<file path="config.mk">
export PLATFORM = sky130hd
export DESIGN_NAME = csr_top
export DESIGN_NICKNAME = d
export VERILOG_FILES = /design/src/csr_pkg.sv /design/src/csr_decode.sv /design/src/csr_excp_ctrl.sv /design/src/csr_regfile.sv /design/src/csr_top.sv
export VERILOG_INCLUDE_DIRS = /design/src /design/src/src
export SDC_FILE = /design/constraint.sdc
export NUM_CORES = 1
export LEC_CHECK = 0
export ABC_AREA = 1
export BUFFER_PORTS_ARGS = -buffer_cell sky130_fd_sc_hd__buf_2
export CAP_MARGIN = 0
export CORE_ASPECT_RATIO = 0.5
export CORE_UTILIZATION = 43
export CTS_CLUSTER_DIAMETER = 30
export DETAILED_ROUTE_END_ITERATION = 10
export SLEW_MARGIN = 20
export SYNTH_ARGS = -nofsm -noshare
export SYNTH_HDL_FRONTEND = slang
export SYNTH_SLANG_ARGS = --single-unit
</file>
<file path="constraint.sdc">
create_clock -name clk -period 8.6 [get_ports clk]
set_clock_uncertainty 0.2 [all_clocks]
set_input_delay 0.43 -clock clk [delete_from_list [all_inputs] [get_ports clk]]
set_output_delay 0.43 -clock clk [all_outputs]
set_load 0.01 [all_outputs]
</file>
<file path="src/csr_defines.svh">
`ifndef CSR_DEFINES_SVH
`define CSR_DEFINES_SVH

// implemented csr numbers
`define CSR_CRMD        14'h000
`define CSR_PRMD        14'h001
`define CSR_ECFG        14'h004
`define CSR_ESTAT       14'h005
`define CSR_ERA         14'h006
`define CSR_EENTRY      14'h00c
`define CSR_SAVE0       14'h030
`define CSR_SAVE1       14'h031
`define CSR_SAVE2       14'h032
`define CSR_SAVE3       14'h033

// field positions
`define CRMD_PLV        1:0
`define CRMD_IE         2
`define PRMD_PPLV       1:0
`define PRMD_PIE        2
`define ECFG_LIE        12:0
`define ESTAT_IS        12:0
`define ESTAT_HWI       9:2
`define ESTAT_ECODE     21:16

// writable bits per register
`define CRMD_WMASK      32'h0000_01ff
`define PRMD_WMASK      32'h0000_0007
`define ECFG_WMASK      32'h0000_1bff
`define ESTAT_WMASK     32'h0000_0003
`define EENTRY_WMASK    32'hffff_ffc0
`define FULL_WMASK      32'hffff_ffff

// estat bits driven by the interrupt lines
`define ESTAT_HWI_BITS  32'h0000_03fc

`define CRMD_RESET      32'h0000_0008

// exception codes
`define ECODE_INT       6'h00
`define ECODE_SYS       6'h0b
`define ECODE_INE       6'h0d
`define ECODE_IPE       6'h0e

`endif

</file>
<file path="src/csr_pkg.sv">
package csr_pkg;

    // instruction classes handled by the unit
    typedef enum logic [2:0] {
        CSRRD   = 3'd0,
        CSRWR   = 3'd1,
        CSRXCHG = 3'd2,
        ERTN    = 3'd3,
        SYSCALL = 3'd4
    } csr_op_e;

    typedef enum logic [1:0] {
        NORMAL    = 2'd0,
        EXCEPTION = 2'd1,
        ERET      = 2'd2
    } commit_kind_e;

    // request as issued by the core
    typedef struct packed {
        csr_op_e     op;
        logic [13:0] csr_num;
        logic [31:0] rj_val;
        logic [31:0] rd_val;
        logic [31:0] pc;
    } csr_req_t;

    // decoded command held in the first pipeline register
    typedef struct packed {
        csr_op_e     op;
        logic [13:0] csr_num;
        logic [31:0] wmask;
        logic [31:0] wdata;
        logic [31:0] pc;
        logic        is_csr;
        // number is one of the implemented csrs
        logic        known;
    } csr_cmd_t;

    typedef struct packed {
        logic [1:0] plv;
        logic       ie;
        logic       int_pend;
    } csr_status_t;

    typedef struct packed {
        commit_kind_e kind;
        logic [5:0]   ecode;
    } csr_commit_t;

    typedef struct packed {
        logic [31:0] rdata;
        logic        redirect;
        logic [31:0] redirect_pc;
        logic [5:0]  ecode;
    } csr_resp_t;

endpackage

</file>
<file path="src/csr_decode.sv">
`timescale 1ns/1ps
`include "csr_defines.svh"

module csr_decode (
    input  logic               clk,
    input  logic               reset,
    input  logic               req_valid,
    input  csr_pkg::csr_req_t  req,
    output logic               cmd_valid,
    output csr_pkg::csr_cmd_t  cmd
);
    import csr_pkg::*;

    csr_cmd_t cmd_d;
    logic     num_known;

    // match against the implemented register set
    always_comb begin
        case (req.csr_num)
            `CSR_CRMD, `CSR_PRMD, `CSR_ECFG, `CSR_ESTAT, `CSR_ERA,
            `CSR_EENTRY, `CSR_SAVE0, `CSR_SAVE1, `CSR_SAVE2, `CSR_SAVE3: begin
                num_known = 1'b1;
            end
            default: begin
                num_known = 1'b0;
            end
        endcase
    end

    always_comb begin
        cmd_d.op      = req.op;
        cmd_d.csr_num = req.csr_num;
        cmd_d.wdata   = req.rd_val;
        cmd_d.pc      = req.pc;
        cmd_d.known   = num_known;
        cmd_d.is_csr  = (req.op == CSRRD) || (req.op == CSRWR) || (req.op == CSRXCHG);
        // csrrd never writes, csrxchg takes its mask from rj
        case (req.op)
            CSRWR:   cmd_d.wmask = 32'hffff_ffff;
            CSRXCHG: cmd_d.wmask = req.rj_val;
            default: cmd_d.wmask = 32'h0000_0000;
        endcase
    end

    always_ff @(posedge clk) begin
        if (reset) begin
            cmd_valid <= 1'b0;
        end else begin
            cmd_valid <= req_valid;
        end
    end

    always_ff @(posedge clk) begin
        if (req_valid) begin
            cmd <= cmd_d;
        end
    end

    a_req_op_legal: assert property (
        @(posedge clk) disable iff (reset)
        req_valid |-> (req.op inside {CSRRD, CSRWR, CSRXCHG, ERTN, SYSCALL})
    ) else $error("csr_decode: illegal opcode %0d", req.op);

endmodule

</file>
<file path="src/csr_excp_ctrl.sv">
`timescale 1ns/1ps
`include "csr_defines.svh"

module csr_excp_ctrl (
    input  logic                 cmd_valid,
    input  csr_pkg::csr_cmd_t    cmd,
    input  csr_pkg::csr_status_t status,
    output csr_pkg::csr_commit_t commit
);
    import csr_pkg::*;

    logic int_hit;
    logic ipe_hit;
    logic ine_hit;

    // status already reflects every older instruction
    always_comb begin
        int_hit = status.ie && status.int_pend;
        // csr access is kernel only
        ipe_hit = cmd.is_csr && (status.plv == 2'd3);
        ine_hit = cmd.is_csr && !cmd.known;
    end

    // highest priority first
    always_comb begin
        commit.kind  = NORMAL;
        commit.ecode = 6'h00;
        if (cmd_valid) begin
            if (int_hit) begin
                commit.kind  = EXCEPTION;
                commit.ecode = `ECODE_INT;
            end else if (ipe_hit) begin
                commit.kind  = EXCEPTION;
                commit.ecode = `ECODE_IPE;
            end else if (ine_hit) begin
                commit.kind  = EXCEPTION;
                commit.ecode = `ECODE_INE;
            end else if (cmd.op == SYSCALL) begin
                commit.kind  = EXCEPTION;
                commit.ecode = `ECODE_SYS;
            end else if (cmd.op == ERTN) begin
                commit.kind  = ERET;
            end
        end
    end

endmodule

</file>
<file path="src/csr_regfile.sv">
`timescale 1ns/1ps
`include "csr_defines.svh"

module csr_regfile (
    input  logic                 clk,
    input  logic                 reset,
    input  logic [7:0]           hw_int,
    input  logic                 cmd_valid,
    input  csr_pkg::csr_cmd_t    cmd,
    input  csr_pkg::csr_commit_t commit,
    output csr_pkg::csr_status_t status,
    output logic [1:0]           plv,
    output logic                 resp_valid,
    output csr_pkg::csr_resp_t   resp
);
    import csr_pkg::*;

    logic [31:0] crmd;
    logic [31:0] prmd;
    logic [31:0] ecfg;
    logic [31:0] estat;
    logic [31:0] era;
    logic [31:0] eentry;
    logic [31:0] save0;
    logic [31:0] save1;
    logic [31:0] save2;
    logic [31:0] save3;

    logic [31:0] rd_old;
    logic [31:0] reg_wmask;
    logic [31:0] wr_mask;
    logic [31:0] wr_val;
    logic        take_excp;
    logic        take_ertn;
    logic        wr_normal;

    assign take_excp = cmd_valid && (commit.kind == EXCEPTION);
    assign take_ertn = cmd_valid && (commit.kind == ERET);
    assign wr_normal = cmd_valid && (commit.kind == NORMAL) && cmd.is_csr && cmd.known;

    // old value and writable bits of the addressed csr
    always_comb begin
        case (cmd.csr_num)
            `CSR_CRMD:   begin rd_old = crmd;   reg_wmask = `CRMD_WMASK;   end
            `CSR_PRMD:   begin rd_old = prmd;   reg_wmask = `PRMD_WMASK;   end
            `CSR_ECFG:   begin rd_old = ecfg;   reg_wmask = `ECFG_WMASK;   end
            `CSR_ESTAT:  begin rd_old = estat;  reg_wmask = `ESTAT_WMASK;  end
            `CSR_ERA:    begin rd_old = era;    reg_wmask = `FULL_WMASK;   end
            `CSR_EENTRY: begin rd_old = eentry; reg_wmask = `EENTRY_WMASK; end
            `CSR_SAVE0:  begin rd_old = save0;  reg_wmask = `FULL_WMASK;   end
            `CSR_SAVE1:  begin rd_old = save1;  reg_wmask = `FULL_WMASK;   end
            `CSR_SAVE2:  begin rd_old = save2;  reg_wmask = `FULL_WMASK;   end
            `CSR_SAVE3:  begin rd_old = save3;  reg_wmask = `FULL_WMASK;   end
            default:     begin rd_old = 32'h0;  reg_wmask = 32'h0;         end
        endcase
    end

    assign wr_mask = cmd.wmask & reg_wmask;
    assign wr_val  = (rd_old & ~wr_mask) | (cmd.wdata & wr_mask);

    always_ff @(posedge clk) begin
        if (reset) begin
            crmd   <= `CRMD_RESET;
            prmd   <= 32'h0;
            ecfg   <= 32'h0;
            estat  <= 32'h0;
            era    <= 32'h0;
            eentry <= 32'h0;
            save0  <= 32'h0;
            save1  <= 32'h0;
            save2  <= 32'h0;
            save3  <= 32'h0;
        end else begin
            if (take_excp) begin
                prmd[`PRMD_PPLV]   <= crmd[`CRMD_PLV];
                prmd[`PRMD_PIE]    <= crmd[`CRMD_IE];
                crmd[`CRMD_PLV]    <= 2'b00;
                crmd[`CRMD_IE]     <= 1'b0;
                era                <= cmd.pc;
                estat[`ESTAT_ECODE] <= commit.ecode;
            end else if (take_ertn) begin
                crmd[`CRMD_PLV] <= prmd[`PRMD_PPLV];
                crmd[`CRMD_IE]  <= prmd[`PRMD_PIE];
            end else if (wr_normal) begin
                case (cmd.csr_num)
                    `CSR_CRMD:   crmd   <= wr_val;
                    `CSR_PRMD:   prmd   <= wr_val;
                    `CSR_ECFG:   ecfg   <= wr_val;
                    `CSR_ESTAT:  estat  <= wr_val;
                    `CSR_ERA:    era    <= wr_val;
                    `CSR_EENTRY: eentry <= wr_val;
                    `CSR_SAVE0:  save0  <= wr_val;
                    `CSR_SAVE1:  save1  <= wr_val;
                    `CSR_SAVE2:  save2  <= wr_val;
                    `CSR_SAVE3:  save3  <= wr_val;
                    default:     ;
                endcase
            end
            // interrupt lines land in IS[9:2] every cycle
            estat[`ESTAT_HWI] <= hw_int;
        end
    end

    assign plv             = crmd[`CRMD_PLV];
    assign status.plv      = crmd[`CRMD_PLV];
    assign status.ie       = crmd[`CRMD_IE];
    assign status.int_pend = |(estat[`ESTAT_IS] & ecfg[`ECFG_LIE]);

    always_ff @(posedge clk) begin
        if (reset) begin
            resp_valid <= 1'b0;
        end else begin
            resp_valid <= cmd_valid;
        end
    end

    always_ff @(posedge clk) begin
        if (cmd_valid) begin
            resp.ecode <= commit.ecode;
            if (take_excp) begin
                resp.rdata       <= 32'h0;
                resp.redirect    <= 1'b1;
                resp.redirect_pc <= eentry;
            end else if (take_ertn) begin
                resp.rdata       <= 32'h0;
                resp.redirect    <= 1'b1;
                resp.redirect_pc <= era;
            end else begin
                resp.rdata       <= rd_old;
                resp.redirect    <= 1'b0;
                resp.redirect_pc <= 32'h0;
            end
        end
    end

    // a plain write only moves writable bits, hw lines may still toggle IS
    a_wmask_held: assert property (
        @(posedge clk) disable iff (reset)
        wr_normal |=>
            (((crmd ^ $past(crmd)) & ~`CRMD_WMASK) == 32'h0) &&
            (((prmd ^ $past(prmd)) & ~`PRMD_WMASK) == 32'h0) &&
            (((ecfg ^ $past(ecfg)) & ~`ECFG_WMASK) == 32'h0) &&
            (((estat ^ $past(estat)) & ~(`ESTAT_WMASK | `ESTAT_HWI_BITS)) == 32'h0) &&
            (((eentry ^ $past(eentry)) & ~`EENTRY_WMASK) == 32'h0)
    ) else $error("csr_regfile: read-only csr bits changed on a write");

endmodule

</file>
<file path="src/csr_top.sv">
`timescale 1ns/1ps

module csr_top (
    input  logic               clk,
    input  logic               reset,
    input  logic               req_valid,
    input  csr_pkg::csr_req_t  req,
    input  logic [7:0]         hw_int,
    output logic               resp_valid,
    output csr_pkg::csr_resp_t resp,
    output logic [1:0]         plv
);
    import csr_pkg::*;

    logic        cmd_valid;
    csr_cmd_t    cmd;
    csr_status_t status;
    csr_commit_t commit;

    // stage one
    csr_decode u_decode (
        .clk       (clk),
        .reset     (reset),
        .req_valid (req_valid),
        .req       (req),
        .cmd_valid (cmd_valid),
        .cmd       (cmd)
    );

    // stage two check, beside the commit
    csr_excp_ctrl u_excp_ctrl (
        .cmd_valid (cmd_valid),
        .cmd       (cmd),
        .status    (status),
        .commit    (commit)
    );

    csr_regfile u_regfile (
        .clk        (clk),
        .reset      (reset),
        .hw_int     (hw_int),
        .cmd_valid  (cmd_valid),
        .cmd        (cmd),
        .commit     (commit),
        .status     (status),
        .plv        (plv),
        .resp_valid (resp_valid),
        .resp       (resp)
    );

endmodule

</file>
==> metrics.md <==
| Metric | Value |
|---|---|
| Outcome | `finished, final reports clean` |
| Top delay family on crit path | `simple AND/OR/NAND/NOR gates` |
| Setup WS pre-CTS | `4.88 ns` |
| Max Root-Sink Buffers | `3` |
| Setup TNS Final | `0 ns` |
| Most Frequent Cell on Critical Path | `nand2_1` |
| Final Hold Fails | `0` |
| CTS HTree Levels | `3` |
| Routed vias/inst | `5.26` |
| Switching pwr | `0.00131 W` |
| Clock period minus worst slack | `approximately 3.8 ns` |
| First-pass GRT wire length | `between 90 and 100 mm` |
| Post-Synth Simple-Gate Area | `19.8%` |
| Final core occ | `54.7%` |
| Slew HR | `26.8%` |
| Final setup margin | `4.83 ns` |
| Port Buf Inserts | `195` |
| Largest net degree at the start of global routing | `129` |
| Min-delay worst type | `in2reg` |
| Finished Layout Cells | `3,425` |
| Setup crit start kind | `flip-flop` |
| Register area share after synthesis | `57.1%` |
| Via count | `18,000` |
| Placed cell areas | `0.0224 sq mm` |
| Post-synthesis instance total | `roughly 2,500` |
| Routability cong. | `0.898` |
| RSZ-0062 raised after global routing | `no` |
| WP buf/inv | `0` |
| Routed Antenna Nets | `0` |
| DIE AREA | `~0.05 sq mm` |
| Multi-input logic area | `0.00741 sq mm` |
| Met2 wire length | `28.2 mm` |
| Row Count | `56` |
| Pre-antenna DRT Iters | `7` |
| Peak supply drop | `0.000118 V` |
| Clk sink count | `506` |
| LEAKAGE | `10.6 nW` |
| Pint | `0.00458 W` |
| Layout cell share with drive strength beyond 1 | `14.6%` |
| Slew Limit Fails | `0` |
| Nets | `2,850` |
| Clock latency on the worst-skew pair | `0.59 ns` |
| Syn avg cell area | `8.48 sq um` |
| Max Clk Rate | `265 MHz` |
| Initial DRC count | `1,753` |
| Met3 Wirelength | `roughly 4.4 mm` |
| Post-CTS Resized | `0` |
| Final Setup Violations | `0` |
| Xor/xnor share of the synthesized area | `0%` |
| Overall global routing resource usage | `24.9%` |
| Async SR Flop Fraction | `0%` |
| Clock transition at path regs | `about 0.060 ns` |
| Fillers | `4,330` |
| I/O pin total | `a little under 200` |
| Chip height | `158 microns` |
| Adder-cell area share of the yosys netlist | `0%` |
| Main combinational cell family by area after synthesis | `simple AND/OR/NAND/NOR gates` |
| Core area | `~0.047 sq mm` |
| P per Cell Area | `around 230 mW/mm^2` |
| Placed insts | `roughly 3,200` |
| Post-synthesis sequential element count | `506` |
| TritonCTS clock tree | `done` |
| Most frequent cells in the layout | `nand2_1 (375), dfxtp_1 (321), nor2_1 (306), o21ai_0 (270), inv_1 (260)` |
| Required time worst endpoint | `8.84 ns` |
| Post-synth EDFFs | `184` |
| DR WL/cell | `18.3 microns` |
| Worst-Margin Slew | `between 1 and 1.5 ns` |
| N_diodes | `0` |
| Arr. time, crit path | `4.00 ns` |
| Layout area overhead | `23.9%` |
| Worst-path cell chain | `nor2_1 > nand2_1 > nor2_4 > nand2_1 > nand2_1 > nor2_2 > nand3_2 > nand2_1 > or2_2 > nand2_1 > a21oi_1` |
| Commonest non-fill, non-tap cell in the layout | `nand2_1` |
| DP HPWL | `37.9 mm` |
| Metal1 wirelength | `28.9 mm` |
| Clock share of power | `52.2%` |
| Distinct cells, synth | `36` |
| Detailed Route WL | `62.5 mm` |
| CTS Buf Count | `74` |
| DRC | `0` |
| Mux share of post-synthesis cell area | `0%` |
| Root buf cell | `clkbuf_16` |
| Top layer in use | `met4` |
| Number of max-cap violations | `0` |
| Vias in the first global route | `17,000` |
| Yosys warns | `0` |
| Combinational share of power | `4.0%` |
| Number of flip-flops in the largest register | `~120` |
| Slowest cell on the critical path | `nor2_4` |
| Mapped Area | `approximately 0.021 sq mm` |
| Fin area | `around 0.026 sq mm` |
| Register cell area after layout | `between 0.01 and 0.015 sq mm` |
| Critical path's largest stage delay | `0.61 ns` |
| Top Registers | `u_decode.cmd (115), u_regfile.resp (69)` |
| Sequential power share | `43.8%` |
| Setup Crit Path Kind | `reg2reg` |
| Final clock period utilization by the worst path | `43.8%` |
| Worst setup EP type | `flip-flop` |
| Gr ovfl total | `0` |
| Initial Utilization | `44.2%` |
| Max FO, Critical Path | `26` |
| Main flop type after synthesis | `dfxtp_1` |
| Die X | `314 microns` |
| Synth Area in Compound Gates | `15.2%` |
| Biggest register | `u_decode.cmd` |
| Net Sw Frac | `between 20% and 30%` |
| Initial antenna violation count | `0` |
repair_timing:
action,4_1_cts,5_1_grt
hold endpoints to repair,105,0
hold buffers,103,0
setup buffers,0,0
cell families (layout without fill, tap and decap cells):
| group | after synthesis | after routing |
|---|---|---|
| other | 1 | 2 |
| AOI/OAI and AO/OA | 591 | 591 |
| DFF | 506 | 506 |
| and+or+nand+nor | 957 | 957 |
| buffers and inverters | 417 | 731 |
cells in the mapped netlist, drive strengths merged, types with 2 or more instances:
| cell type | number | area [sq um] |
|---|---|---|
| dfxtp | 322 | 6450 |
| nor3 | 15 | 75.1 |
| or2 | 20 | 125 |
| edfxtp | 184 | 5530 |
| a21oi | 248 | 1260 |
| nand2 | 403 | 1590 |
| nand3b | 10 | 75.1 |
| o211ai | 20 | 150 |
| o22ai | 26 | 163 |
| buf | 34 | 211 |
| clkbuf | 114 | 428 |
| nor4 | 2 | 12.5 |
| o21ai | 272 | 1360 |
| inv | 267 | 1000 |
| a32o | 22 | 220 |
| nand3 | 129 | 656 |
| nor2 | 322 | 1270 |
| clkinv | 2 | 7.51 |
| nand4 | 56 | 357 |
worst register-to-register path, delay by kind of cell (launching register included):
family | cells | cell delay, ns
simple gates | 10 | 2.96
flops | 1 | 0.36
compound gates | 1 | 0.09
path summary, 6_finish.rpt:
path / start / endpoint / slack [ns] / cells past startpoint
max: u_decode.cmd[111] / u_regfile.save3[31] / 4.83 / 11
min: req[77] / u_decode.cmd[79] / 0.02 / 3
max reg2reg: u_decode.cmd[111] / u_regfile.save3[31] / 4.83 / 11
min reg2reg: u_regfile.estat[27] / u_regfile.estat[27] / 0.22 / 2
metal layers:
layer  GRT usage, %  up-vias
met5              0        -
met1           35.1     8541
met4           6.64        0
met2           39.8      624
met3           4.09       84
li1               -     8781
metrics by stage:
| step | total power (W) | hold slack, ns |
|---|---|---|
| after global placement | 0.00283 | 0.211 |
| after CTS | 0.00594 | 0.00340 |
| after floorplan | 0.00272 | 0.203 |
| final | 0.00590 | 0.0220 |
| after global routing | 0.00607 | 0.0234 |
| after detailed placement | 0.00283 | 0.214 |
final cells by class:
class | count | share of cell area, %
multi-input combinational | 1550 | 28.5
sequential | 506 | 46.1
inverter | 269 | 3.91
clock buffer | 94 | 7.91
clock inverter | 43 | 1.89
timing repair buffer | 325 | 8.55
tap | 638 | 3.07
power groups by stage:
stage	combinational, W	sequential, W	clock, W
global route	0.000256	0.00259	0.00322
finish	0.000236	0.00259	0.00308
floorplan	0.0000893	0.00263	0
detailed placement	0.000199	0.00263	0
CTS	0.000235	0.00259	0.00312
global placement	0.000197	0.00263	0
Power figures use the tool's default switching activity.
